`src/logic/camera_pkg.sv`:
```
/*
 * Shared definitions for the camera front end:
 * pixel and coordinate widths, crop window and buffer sizes,
 * the Wishbone register map and the metering word union
 */
`default_nettype none

package camera_pkg;

    // raw bayer stream
    localparam int PIXEL_WIDTH = 10;
    localparam int COORD_WIDTH = 11;

    // cropped window
    localparam int CROP_WIDTH = 16;
    localparam int CROP_HEIGHT = 16;

    // one byte per cropped pixel
    localparam int BUFFER_DEPTH = CROP_WIDTH * CROP_HEIGHT;
    localparam int BUFFER_ADDR_WIDTH = 8;

    // register byte offsets
    localparam logic [11:0] REG_CONTROL = 12'h000;
    localparam logic [11:0] REG_CROP_X = 12'h004;
    localparam logic [11:0] REG_CROP_Y = 12'h008;
    localparam logic [11:0] REG_STATUS = 12'h00C;
    localparam logic [11:0] REG_METERING = 12'h010;

    // buffer byte i sits at BUFFER_BASE + 4 * i
    localparam logic [11:0] BUFFER_BASE = 12'h400;

    // metering writes the fields, the bus reads the word
    typedef union packed {
        struct packed {
            logic [7:0] unused;
            logic [7:0] red;
            logic [7:0] green;
            logic [7:0] blue;
        } fields;
        logic [31:0] word;
    } metering_t;

endpackage

`default_nettype wire
```
`src/logic/camera_top.sv`:
```
/*
 * Camera front end top level: crop, metering, capture
 * buffer and Wishbone registers on the MIPI byte clock
 */
`timescale 1ns/1ns
`default_nettype none

module camera_top (
    input  wire                               mipi_byte_clock,
    input  wire                               mipi_byte_reset_n,
    input  wire [camera_pkg::PIXEL_WIDTH-1:0] bayer_data_i,
    input  wire                               line_valid_i,
    input  wire                               frame_valid_i,
    input  wire                               wb_cyc_i,
    input  wire                               wb_stb_i,
    input  wire                               wb_we_i,
    input  wire [11:0]                        wb_adr_i,
    input  wire [31:0]                        wb_dat_i,
    output logic [31:0]                       wb_dat_o,
    output logic                              wb_ack_o
);

    logic [camera_pkg::PIXEL_WIDTH-1:0]       crop_data;
    logic                                     crop_line_valid;
    logic                                     crop_frame_valid;
    logic [camera_pkg::COORD_WIDTH-1:0]       crop_x_start;
    logic [camera_pkg::COORD_WIDTH-1:0]       crop_y_start;
    logic                                     capture_start;
    logic [camera_pkg::BUFFER_ADDR_WIDTH-1:0] buffer_read_addr;
    logic [7:0]                               buffer_read_data;
    logic                                     capture_done;
    logic [8:0]                               bytes_captured;
    camera_pkg::metering_t                    metering_word;

    frame_crop frame_crop (
        .mipi_byte_clock(mipi_byte_clock),
        .mipi_byte_reset_n(mipi_byte_reset_n),
        .bayer_data_i(bayer_data_i),
        .line_valid_i(line_valid_i),
        .frame_valid_i(frame_valid_i),
        .crop_x_start_i(crop_x_start),
        .crop_y_start_i(crop_y_start),
        .crop_data_o(crop_data),
        .crop_line_valid_o(crop_line_valid),
        .crop_frame_valid_o(crop_frame_valid)
    );

    bayer_metering bayer_metering (
        .mipi_byte_clock(mipi_byte_clock),
        .mipi_byte_reset_n(mipi_byte_reset_n),
        .crop_data_i(crop_data),
        .crop_line_valid_i(crop_line_valid),
        .crop_frame_valid_i(crop_frame_valid),
        .metering_word_o(metering_word)
    );

    image_buffer image_buffer (
        .mipi_byte_clock(mipi_byte_clock),
        .mipi_byte_reset_n(mipi_byte_reset_n),
        .crop_data_i(crop_data),
        .crop_line_valid_i(crop_line_valid),
        .crop_frame_valid_i(crop_frame_valid),
        .capture_start_i(capture_start),
        .buffer_read_addr_i(buffer_read_addr),
        .buffer_read_data_o(buffer_read_data),
        .capture_done_o(capture_done),
        .bytes_captured_o(bytes_captured)
    );

    camera_registers camera_registers (
        .mipi_byte_clock(mipi_byte_clock),
        .mipi_byte_reset_n(mipi_byte_reset_n),
        .wb_cyc_i(wb_cyc_i),
        .wb_stb_i(wb_stb_i),
        .wb_we_i(wb_we_i),
        .wb_adr_i(wb_adr_i),
        .wb_dat_i(wb_dat_i),
        .wb_dat_o(wb_dat_o),
        .wb_ack_o(wb_ack_o),
        .metering_word_i(metering_word),
        .buffer_read_data_i(buffer_read_data),
        .capture_done_i(capture_done),
        .bytes_captured_i(bytes_captured),
        .crop_x_start_o(crop_x_start),
        .crop_y_start_o(crop_y_start),
        .capture_start_o(capture_start),
        .buffer_read_addr_o(buffer_read_addr)
    );

endmodule

`default_nettype wire

```
`src/logic/camera_registers.sv`:
```
/*
 * Wishbone classic slave: control, crop position, status,
 * metering and the buffer read window
 */
`timescale 1ns/1ns
`default_nettype none

module camera_registers (
    input  wire                                      mipi_byte_clock,
    input  wire                                      mipi_byte_reset_n,
    input  wire                                      wb_cyc_i,
    input  wire                                      wb_stb_i,
    input  wire                                      wb_we_i,
    input  wire  [11:0]                              wb_adr_i,
    input  wire  [31:0]                              wb_dat_i,
    output logic [31:0]                              wb_dat_o,
    output logic                                     wb_ack_o,
    input  wire  camera_pkg::metering_t              metering_word_i,
    input  wire  [7:0]                               buffer_read_data_i,
    input  wire                                      capture_done_i,
    input  wire  [8:0]                               bytes_captured_i,
    output logic [camera_pkg::COORD_WIDTH-1:0]       crop_x_start_o,
    output logic [camera_pkg::COORD_WIDTH-1:0]       crop_y_start_o,
    output logic                                     capture_start_o,
    output logic [camera_pkg::BUFFER_ADDR_WIDTH-1:0] buffer_read_addr_o
);

    logic request;
    logic write_request;
    logic buffer_hit;

    // first cycle of an access, ack not yet given
    assign request = wb_cyc_i && wb_stb_i && !wb_ack_o;
    assign write_request = request && wb_we_i;

    // 0x400 to 0x7fc
    assign buffer_hit = (wb_adr_i[11:10] == camera_pkg::BUFFER_BASE[11:10]);

    // word address into the buffer, memory answers in the ack cycle
    assign buffer_read_addr_o = wb_adr_i[camera_pkg::BUFFER_ADDR_WIDTH+1:2];

    always_ff @(posedge mipi_byte_clock or negedge mipi_byte_reset_n) begin
        if (!mipi_byte_reset_n) begin
            wb_ack_o <= 1'b0;
            capture_start_o <= 1'b0;
            crop_x_start_o <= '0;
            crop_y_start_o <= '0;
        end else begin
            wb_ack_o <= request;
            capture_start_o <= 1'b0;
            if (write_request) begin
                case (wb_adr_i)
                    camera_pkg::REG_CONTROL: begin
                        capture_start_o <= wb_dat_i[0];
                    end
                    // bit 0 dropped, window stays on an RGGB boundary
                    camera_pkg::REG_CROP_X: begin
                        crop_x_start_o <= {wb_dat_i[camera_pkg::COORD_WIDTH-1:1], 1'b0};
                    end
                    camera_pkg::REG_CROP_Y: begin
                        crop_y_start_o <= {wb_dat_i[camera_pkg::COORD_WIDTH-1:1], 1'b0};
                    end
                    default: begin
                    end
                endcase
            end
        end
    end

    // address held by the master, so the mux is valid during ack
    always_comb begin
        wb_dat_o = 32'd0;
        if (buffer_hit) begin
            wb_dat_o = {24'd0, buffer_read_data_i};
        end else begin
            case (wb_adr_i)
                camera_pkg::REG_CROP_X: begin
                    wb_dat_o = {{(32 - camera_pkg::COORD_WIDTH){1'b0}}, crop_x_start_o};
                end
                camera_pkg::REG_CROP_Y: begin
                    wb_dat_o = {{(32 - camera_pkg::COORD_WIDTH){1'b0}}, crop_y_start_o};
                end
                camera_pkg::REG_STATUS: begin
                    wb_dat_o = {15'd0, capture_done_i, 7'd0, bytes_captured_i};
                end
                camera_pkg::REG_METERING: begin
                    wb_dat_o = metering_word_i.word;
                end
                default: begin
                    wb_dat_o = 32'd0;
                end
            endcase
        end
    end

endmodule

`default_nettype wire

```
`src/logic/image_buffer.sv`:
```
/*
 * Capture buffer: armed by a capture request, stores the next
 * cropped frame as 8-bit pixels in a 256-byte memory with a
 * synchronous read port, reports done and the byte count
 */
`timescale 1ns/1ns
`default_nettype none

module image_buffer (
    input  wire                                      mipi_byte_clock,
    input  wire                                      mipi_byte_reset_n,
    input  wire  [camera_pkg::PIXEL_WIDTH-1:0]       crop_data_i,
    input  wire                                      crop_line_valid_i,
    input  wire                                      crop_frame_valid_i,
    input  wire                                      capture_start_i,
    input  wire  [camera_pkg::BUFFER_ADDR_WIDTH-1:0] buffer_read_addr_i,
    output logic [7:0]                               buffer_read_data_o,
    output logic                                     capture_done_o,
    output logic [8:0]                               bytes_captured_o
);

    logic [7:0] memory [camera_pkg::BUFFER_DEPTH];
    logic       armed_q;
    logic       writing_q;
    logic       frame_valid_q;
    logic       write_start;
    logic       write_enable;

    assign write_start = armed_q && !writing_q && crop_frame_valid_i && !frame_valid_q;
    assign write_enable = crop_line_valid_i && (writing_q || write_start) &&
                          (bytes_captured_o < camera_pkg::BUFFER_DEPTH);

    always_ff @(posedge mipi_byte_clock or negedge mipi_byte_reset_n) begin
        if (!mipi_byte_reset_n) begin
            armed_q <= 1'b0;
            writing_q <= 1'b0;
            frame_valid_q <= 1'b0;
            capture_done_o <= 1'b0;
            bytes_captured_o <= '0;
        end else begin
            frame_valid_q <= crop_frame_valid_i;
            if (capture_start_i) begin
                armed_q <= 1'b1;
                writing_q <= 1'b0;
                capture_done_o <= 1'b0;
                bytes_captured_o <= '0;
            end else begin
                if (write_start) begin
                    writing_q <= 1'b1;
                end
                if (write_enable) begin
                    bytes_captured_o <= bytes_captured_o + 1'b1;
                end
                // frame over, image complete
                if (writing_q && !crop_frame_valid_i) begin
                    writing_q <= 1'b0;
                    armed_q <= 1'b0;
                    capture_done_o <= 1'b1;
                end
            end
        end
    end

    // top 8 bits of each pixel
    always_ff @(posedge mipi_byte_clock) begin
        if (write_enable && !capture_start_i) begin
            memory[bytes_captured_o[camera_pkg::BUFFER_ADDR_WIDTH-1:0]] <=
                crop_data_i[camera_pkg::PIXEL_WIDTH-1 -: 8];
        end
        buffer_read_data_o <= memory[buffer_read_addr_i];
    end

endmodule

`default_nettype wire

```
`src/logic/bayer_metering.sv`:
```
/*
 * Metering stage: sums red, green and blue over the cropped
 * RGGB window and publishes 8-bit averages at frame end
 */
`timescale 1ns/1ns
`default_nettype none

module bayer_metering (
    input  wire                               mipi_byte_clock,
    input  wire                               mipi_byte_reset_n,
    input  wire [camera_pkg::PIXEL_WIDTH-1:0] crop_data_i,
    input  wire                               crop_line_valid_i,
    input  wire                               crop_frame_valid_i,
    output camera_pkg::metering_t             metering_word_o
);

    // 64 red, 128 green and 64 blue pixels per window
    logic [camera_pkg::PIXEL_WIDTH+5:0] red_sum;
    logic [camera_pkg::PIXEL_WIDTH+6:0] green_sum;
    logic [camera_pkg::PIXEL_WIDTH+5:0] blue_sum;
    logic                               col_odd_q;
    logic                               row_odd_q;
    logic                               line_valid_q;
    logic                               frame_valid_q;
    logic                               frame_start;
    logic                               frame_end;

    assign frame_start = crop_frame_valid_i && !frame_valid_q;
    assign frame_end = frame_valid_q && !crop_frame_valid_i;

    // bayer phase within the cropped window
    always_ff @(posedge mipi_byte_clock or negedge mipi_byte_reset_n) begin
        if (!mipi_byte_reset_n) begin
            col_odd_q <= 1'b0;
            row_odd_q <= 1'b0;
            line_valid_q <= 1'b0;
            frame_valid_q <= 1'b0;
        end else begin
            line_valid_q <= crop_line_valid_i;
            frame_valid_q <= crop_frame_valid_i;
            if (crop_line_valid_i) begin
                col_odd_q <= !col_odd_q;
            end else begin
                col_odd_q <= 1'b0;
            end
            if (frame_start) begin
                row_odd_q <= 1'b0;
            end else if (line_valid_q && !crop_line_valid_i) begin
                row_odd_q <= !row_odd_q;
            end
        end
    end

    // even row even column is red, odd row odd column is blue
    always_ff @(posedge mipi_byte_clock) begin
        if (frame_start) begin
            red_sum <= '0;
            green_sum <= '0;
            blue_sum <= '0;
        end else if (crop_line_valid_i) begin
            if (!row_odd_q && !col_odd_q) begin
                red_sum <= red_sum + crop_data_i;
            end else if (row_odd_q && col_odd_q) begin
                blue_sum <= blue_sum + crop_data_i;
            end else begin
                green_sum <= green_sum + crop_data_i;
            end
        end
    end

    // divide by count, then keep the top 8 of 10 bits
    always_ff @(posedge mipi_byte_clock or negedge mipi_byte_reset_n) begin
        if (!mipi_byte_reset_n) begin
            metering_word_o.word <= '0;
        end else if (frame_end) begin
            metering_word_o.fields.unused <= 8'd0;
            metering_word_o.fields.red <= red_sum[camera_pkg::PIXEL_WIDTH+5 -: 8];
            metering_word_o.fields.green <= green_sum[camera_pkg::PIXEL_WIDTH+6 -: 8];
            metering_word_o.fields.blue <= blue_sum[camera_pkg::PIXEL_WIDTH+5 -: 8];
        end
    end

endmodule

`default_nettype wire

```
`src/logic/frame_crop.sv`:
```
/*
 * Crop stage: counts raw column and row, latches the window
 * start at frame start and passes on the 16 by 16 window
 * one cycle after the raw input
 */
`timescale 1ns/1ns
`default_nettype none

module frame_crop (
    input  wire                                mipi_byte_clock,
    input  wire                                mipi_byte_reset_n,
    input  wire  [camera_pkg::PIXEL_WIDTH-1:0] bayer_data_i,
    input  wire                                line_valid_i,
    input  wire                                frame_valid_i,
    input  wire  [camera_pkg::COORD_WIDTH-1:0] crop_x_start_i,
    input  wire  [camera_pkg::COORD_WIDTH-1:0] crop_y_start_i,
    output logic [camera_pkg::PIXEL_WIDTH-1:0] crop_data_o,
    output logic                               crop_line_valid_o,
    output logic                               crop_frame_valid_o
);

    logic [camera_pkg::COORD_WIDTH-1:0] col_q;
    logic [camera_pkg::COORD_WIDTH-1:0] row_q;
    logic [camera_pkg::COORD_WIDTH-1:0] x_start_q;
    logic [camera_pkg::COORD_WIDTH-1:0] y_start_q;
    logic [camera_pkg::COORD_WIDTH-1:0] col_offset;
    logic [camera_pkg::COORD_WIDTH-1:0] row_offset;
    logic                               line_valid_q;
    logic                               in_window;

    assign col_offset = col_q - x_start_q;
    assign row_offset = row_q - y_start_q;

    // offsets only meaningful once past the start
    assign in_window = (col_q >= x_start_q) && (col_offset < camera_pkg::CROP_WIDTH) &&
                       (row_q >= y_start_q) && (row_offset < camera_pkg::CROP_HEIGHT);

    // raw coordinates of the current input pixel
    always_ff @(posedge mipi_byte_clock or negedge mipi_byte_reset_n) begin
        if (!mipi_byte_reset_n) begin
            col_q <= '0;
            row_q <= '0;
            line_valid_q <= 1'b0;
        end else begin
            line_valid_q <= line_valid_i;
            if (line_valid_i) begin
                col_q <= col_q + 1'b1;
            end else begin
                col_q <= '0;
            end
            // next row after each line ends
            if (!frame_valid_i) begin
                row_q <= '0;
            end else if (line_valid_q && !line_valid_i) begin
                row_q <= row_q + 1'b1;
            end
        end
    end

    always_ff @(posedge mipi_byte_clock or negedge mipi_byte_reset_n) begin
        if (!mipi_byte_reset_n) begin
            x_start_q <= '0;
            y_start_q <= '0;
            crop_line_valid_o <= 1'b0;
            crop_frame_valid_o <= 1'b0;
        end else begin
            crop_frame_valid_o <= frame_valid_i;
            crop_line_valid_o <= frame_valid_i && line_valid_i && in_window;
            // window moves only between frames
            if (frame_valid_i && !crop_frame_valid_o) begin
                x_start_q <= crop_x_start_i;
                y_start_q <= crop_y_start_i;
            end
        end
    end

    always_ff @(posedge mipi_byte_clock) begin
        crop_data_o <= bayer_data_i;
    end

endmodule

`default_nettype wire

```
`config.mk`:
```
export PLATFORM = sky130hd
export DESIGN_NAME = camera_top
export DESIGN_NICKNAME = d
export VERILOG_FILES = /design/src/logic/camera_pkg.sv /design/src/logic/camera_top.sv /design/src/logic/camera_registers.sv /design/src/logic/image_buffer.sv /design/src/logic/bayer_metering.sv /design/src/logic/frame_crop.sv
export SDC_FILE = /design/constraint.sdc
export NUM_CORES = 2
export LEC_CHECK = 0
export ABC_AREA = 0
export BUFFER_PORTS_ARGS = -buffer_cell sky130_fd_sc_hd__buf_2
export CAP_MARGIN = 20
export CORE_MARGIN = 4
export CORE_UTILIZATION = 47
export CTS_CLUSTER_SIZE = 28
export DETAILED_ROUTE_END_ITERATION = 8
export HOLD_SLACK_MARGIN = 0.08
export PLACE_DENSITY = 0.71
export RECOVER_POWER = 25
export SLEW_MARGIN = 40
export SYNTH_ARGS = -nofsm -noshare
export SYNTH_HDL_FRONTEND = slang
export SYNTH_SLANG_ARGS = --single-unit
```
`constraint.sdc`:
```
create_clock -name mipi_byte_clock -period 6 [get_ports mipi_byte_clock]
set_clock_uncertainty 0.2 [all_clocks]
set_input_delay 1.5 -clock mipi_byte_clock [delete_from_list [all_inputs] [get_ports mipi_byte_clock]]
set_output_delay 1.5 -clock mipi_byte_clock [all_outputs]
set_load 0.05 [all_outputs]
```
# Word level (Yosys, flattened, before mapping)
# Memory sizes are Yosys's and may differ from the RTL's. A register that Yosys moved wholly into a read port is not among the register bits.
# Cells that the tools add are included.
# word_totals
memories,1
ff_bits,166
elab_cells,109
latch_bits,0
romBits,0
input_bits,61
mem_bits_rw,2048
# mem_list
memory,depth,width,rd,rd_ports_with_merged_regs,wr,line_no,source
image_buffer.memory,256,8,1,1,1,image_buffer.sv:22,logic [7:0] memory [camera_pkg::BUFFER_DEPTH];
# op_classes
n_eq_ne,6
add_sub_neg,8
n_mux,21
n_mul,0
n_div,0
n_reduce_logical,42
shift,0
n_lt_le_gt_ge,5
bitwise,2
# ops
operator,count
$pmux 24 s4,1
$mux 11,3
$add 16x10->16,2
$mux 32,1
$eq 12x4->1 const B,2
$add 11x1->11 const B,2
$ge 11x11->1,2
$logic_and 1x1->1,22
$lt 11x5->1 const B,2
$sub 11x11->11,2
$mux 9,2
$add 17x10->17,1
$mux 1,14
$eq 12x3->1 const B,1
$eq 12x5->1 const B,1
$logic_not 12->1,1
$add 9x1->9 const B,1
$logic_not 1->1,9
$lt 9x9->1 const B,1
$reduce_and 2->1,3
$reduce_and 3->1,2
$reduce_bool 2->1,3
$reduce_bool 3->1,1
$eq 2x1->1 const B,1
3 further kinds,4

# Depth between registers and ports, before layout
# logic_depth
ltp_word,10
mapped_depth,13
ltp_nobuf,10

# Modules after synthesis
# A second synthesis with hierarchy kept.
# hier_totals
cells_unflattened,4923
area_unflattened_um2,90140.2
# modules_own_cells
module,cells_per_inst,area_each_um2,instances,seq_area_each_um2
image_buffer,4005,81081.5,1,61984.4
bayer_metering,475,4491.8,1,1681.6
frame_crop,301,2974.1,1,1376.3
camera_registers,142,1592.8,1,550.5

# Worst setup path before layout
# No wires, ideal clock.
# synth_path
kind,flip-flop to flip-flop
start,register frame_crop.crop_data_o[3] in the netlist's numbering
end,register bayer_metering.blue_sum[13] in the netlist's numbering
synth_period_minus_slack_ps,5855
arrival_ps,5527
setup_time_ps,128
n_path_buf,0
t_required_ps,5672
stages_incl_launch_ff,9
path_slack_ps,145
cell_sequence,dfxtp_1 ha_1 o21ai_0 inv_1 a2111oi_0 nor3_1 o2111ai_1 xor2_1 nor2_1
# synth_via
elab_chain_len,1
# synth_rtl
element,line_no,source
start: declaration,frame_crop.sv:17,"output logic [camera_pkg::PIXEL_WIDTH-1:0] crop_data_o,"
start signal: assignment,frame_crop.sv:78,crop_data_o <= bayer_data_i;
$add 16x10->16,bayer_metering.sv:64,blue_sum <= blue_sum + crop_data_i;
end signal: assignment,bayer_metering.sv:64,
end: declaration,bayer_metering.sv:20,logic [camera_pkg::PIXEL_WIDTH+5:0] blue_sum;
# No other way between the ends.
# A chain may end at the register's enable or synchronous reset.

# Worst setup path after layout
# layout_path
start,input wb_adr_i[1]
end,output wb_dat_o[1]
# layout_via
elab_chain_len,3
elab_cells_between_ends,6
cone_classes,eq/ne: 4; mux: 2
# layout_rtl
element,line_no,source
start: declaration,camera_top.sv:17,"input wire [11:0] wb_adr_i,"
"$eq 12x5->1, or another cell as far along",camera_registers.sv:76,case (wb_adr_i)
$pmux 24 s4 (*),camera_registers.sv:76,
$mux 32 (*),camera_registers.sv:73,if (buffer_hit) begin
end: declaration,camera_top.sv:19,"output logic [31:0] wb_dat_o,"
# Every way passes the cells marked *; elsewhere a longest branch is shown, timed or not.

==> flow_metrics.env <==
export IMPL_max_slew_margin_rel=-1.73
export IMPL_syn_avg_cell_area_um2=18.9
export IMPL_cts_buffer_depth=3
export IMPL_cp_end_kind="output pin"
export IMPL_routabilityCongestion=0.879
export IMPL_ys_types=87
export IMPL_drive_gt1_frac=0.233
export IMPL_vias=47000
export IMPL_cts_max_level=4
export IMPL_cts_tree="yes"
export IMPL_max_cap_violations=15
export IMPL_drcViolationCount=0
export IMPL_status="finished with violations"
export IMPL_cellPowerDensity_mw_per_mm2=320
export IMPL_die_area_mm2=0.196
export IMPL_violations="capacitance limit, slew limit"
export IMPL_synth_top_flop_cell="edfxtp_1"
export IMPL_fmax_mhz=179
export IMPL_ys_ff_latch=2222
export IMPL_cts_buffers=208
export IMPL_synth_edff_count=2048
export IMPL_clk_latency_ns=0.83
export IMPL_synthArstFlopShare=0.0482
export IMPL_wl_mm=226
export IMPL_clock_sinks=2222
export IMPL_fin_tns_setup_ns=0
export IMPL_ys_warn_count=0
export IMPL_seq_area_frac_synth=0.738
export IMPL_rsz0062_at_grt="no"
export IMPL_portBuffers=64
export IMPL_syn_to_final_growth_pct=11.7
export IMPL_coreArea_mm2=0.188
export IMPL_cts_setup_buffers=0
export IMPL_hold_buffers=0
export IMPL_ys_top_cells_by_area="edfxtp_1 (69%), mux4_2 (12%), dfrtp_1 (3.0%)"
export IMPL_die_x_um=442
export IMPL_ant_nets=0
export IMPL_post_synth_top_count_cell="edfxtp_1"
export IMPL_hpwl_mm=140
export IMPL_top_layer="met5"
export IMPL_antenna_found_initial=8
export IMPL_io_pins=94
export IMPL_crit_type="in2out"
export IMPL_firstDrtPassIters=7
export IMPL_routed_via_density=6.22
export IMPL_clockRootBuffer="clkbuf_16"
export IMPL_grt_use_total=0.228
export IMPL_critical_path_arrival_ns=3.90
export IMPL_drv_slew=846
export IMPL_ys_top_cells_by_count="edfxtp_1 (2048), mux4_2 (458), nor2_1 (347), nand2_1 (176), mux2i_1 (139)"
export IMPL_grt_pass1_wl_mm=327
export IMPL_path_max_fanout=8
export IMPL_netlist_area_mm2=0.0887
export IMPL_die_h_um=442
export IMPL_syn_inst=4692
export IMPL_wl_met3_mm=25.2
export IMPL_met2_length_mm=106
export IMPL_reg2reg_slack_ns=0.49
export IMPL_clk_pin_slew_ns=0.06
export IMPL_drt_iter0_markers=6136
export IMPL_fin_util=0.528
export IMPL_peakVddDrop_mv=0.254
export IMPL_grt_ovfl_total=0
export IMPL_cts_resized=0
export IMPL_grt_max_degree=201
export IMPL_period_needed_ns=5.60
export IMPL_whs_ns=0.222
export IMPL_synth_top_cell_by_area="edfxtp_1"
export IMPL_leakagePower_nw=31.9
export IMPL_setup_viol=0
export IMPL_finalCritPeriodShare=0.933
export IMPL_rows=159
export IMPL_hold_viol_final=0
export IMPL_nets=5004
export IMPL_synth_top_area_frac=0.693
export IMPL_worstMarginPinSlew_ns=4.09
export IMPL_wl_met1_mm=85.4
export IMPL_setup_worst_path_start_class="primary input"
export IMPL_crit_required_ns=4.30
export IMPL_drt_wirelength_per_cell_um=30.0
export IMPL_start_util=0.472
export IMPL_grt_pass1_vias=46200
export IMPL_hold_class="reg2reg"
==> metal layers <==
layer,vias up,track usage
met1,24300,0.315
li1,19400,-
met4,2,0.0882
met3,504,0.0569
met5,-,0
met2,2728,0.353
==> cell type report <==
| cell class | count | area [um^2] |
|---|---|---|
| flip-flops and latches | 2222 | 65500 |
| diodes | 4 | 10.0 |
| multi-input cells | 2156 | 21700 |
| fillers | 14500 | 88700 |
| well taps | 2495 | 3120 |
| clock buffers | 273 | 5570 |
| clock inverters | 113 | 1080 |
| inverters | 57 | 214 |
| repair buffers | 237 | 1940 |
==> metrics by stage <==
stage / setup WS [ns] / instance area, um^2 / std cells / total power, mW
final: 0.403 / 99100 / 7557 / 31.8
after global routing: 0.118 / 99100 / 7554 / 32.7
after CTS: 0.335 / 98900 / 7546 / 31.9
after detailed placement: 0.347 / 92300 / 7160 / 19.1
after global placement: 0.230 / 92100 / 7157 / 19.1
after floorplan: 0.145 / 88800 / 4699 / 18.5
==> final timing paths <==
check | endpoint | from | cells past startpoint
setup / recovery | wb_dat_o[1] | wb_adr_i[1] | 10
hold / removal | camera_registers.wb_ack_o | camera_registers.wb_ack_o | 1
setup reg to reg | image_buffer.memory[228][3] | frame_crop.crop_data_o[5] | 2
hold reg to reg | camera_registers.wb_ack_o | camera_registers.wb_ack_o | 1
max in group asynchronous | image_buffer.bytes_captured_o[5] | mipi_byte_reset_n | 2
min in group asynchronous | frame_crop.row_q[10] | mipi_byte_reset_n | 1
==> registers in the layout, summed over array words and instances (netlist names), 11 cells and up <==
| name | flops |
|---|---|
| bayer_metering.blue_sum | 16 |
| bayer_metering.green_sum | 17 |
| bayer_metering.metering_word_o | 24 |
| bayer_metering.red_sum | 16 |
| frame_crop.col_q | 11 |
| frame_crop.row_q | 11 |
| image_buffer.memory | 2048 |
==> power breakdown <==
group,internal (mW),switching (mW),leakage (nW)
clock,7.17,5.75,3.24
combinational,0.629,1.14,8.27
sequential,17.0,0.0865,20.4
total,24.8,6.98,31.9
==> cells by family (layout without fill, tap and decap cells) <==
logic type      after synthesis  count (layout)  share of synthesized area
buf+inv                     321             680                     0.0210
flops                      2222            2222                      0.738
mux                         686             686                      0.143
xor+xnor                     45              45                    0.00444
compound gates              515             515                     0.0398
fa+ha+maj                    61              61                    0.00886
other cells                   1              12                  0.0000423
simple gates                841             841                     0.0442
==> layout by cell type, fill, tap and decap left out, types with 56 or more instances in the layout <==
| master | instances |
|---|---|
| a21oi_1 | 112 |
| a22oi_1 | 79 |
| buf_4 | 127 |
| clkbuf_1 | 74 |
| clkbuf_16 | 210 |
| dfrtp_1 | 107 |
| dfxtp_1 | 67 |
| edfxtp_1 | 2048 |
| ha_1 | 58 |
| inv_1 | 56 |
| mux2_2 | 89 |
| mux2i_1 | 139 |
| mux4_2 | 458 |
| nand2_1 | 168 |
| nor2_1 | 265 |
| nor2_2 | 81 |
==> critical path: stages <==
cell and delay, ns:
buf_2 0.10, nor4_1 0.50, buf_4 0.25, nand3_1 0.26, nor2_1 0.17, buf_4 0.14
and2_1 0.32, a222oi_1 0.17, nand3_1 0.19, buf_2 0.29
(Power assumes the default switching activity.)
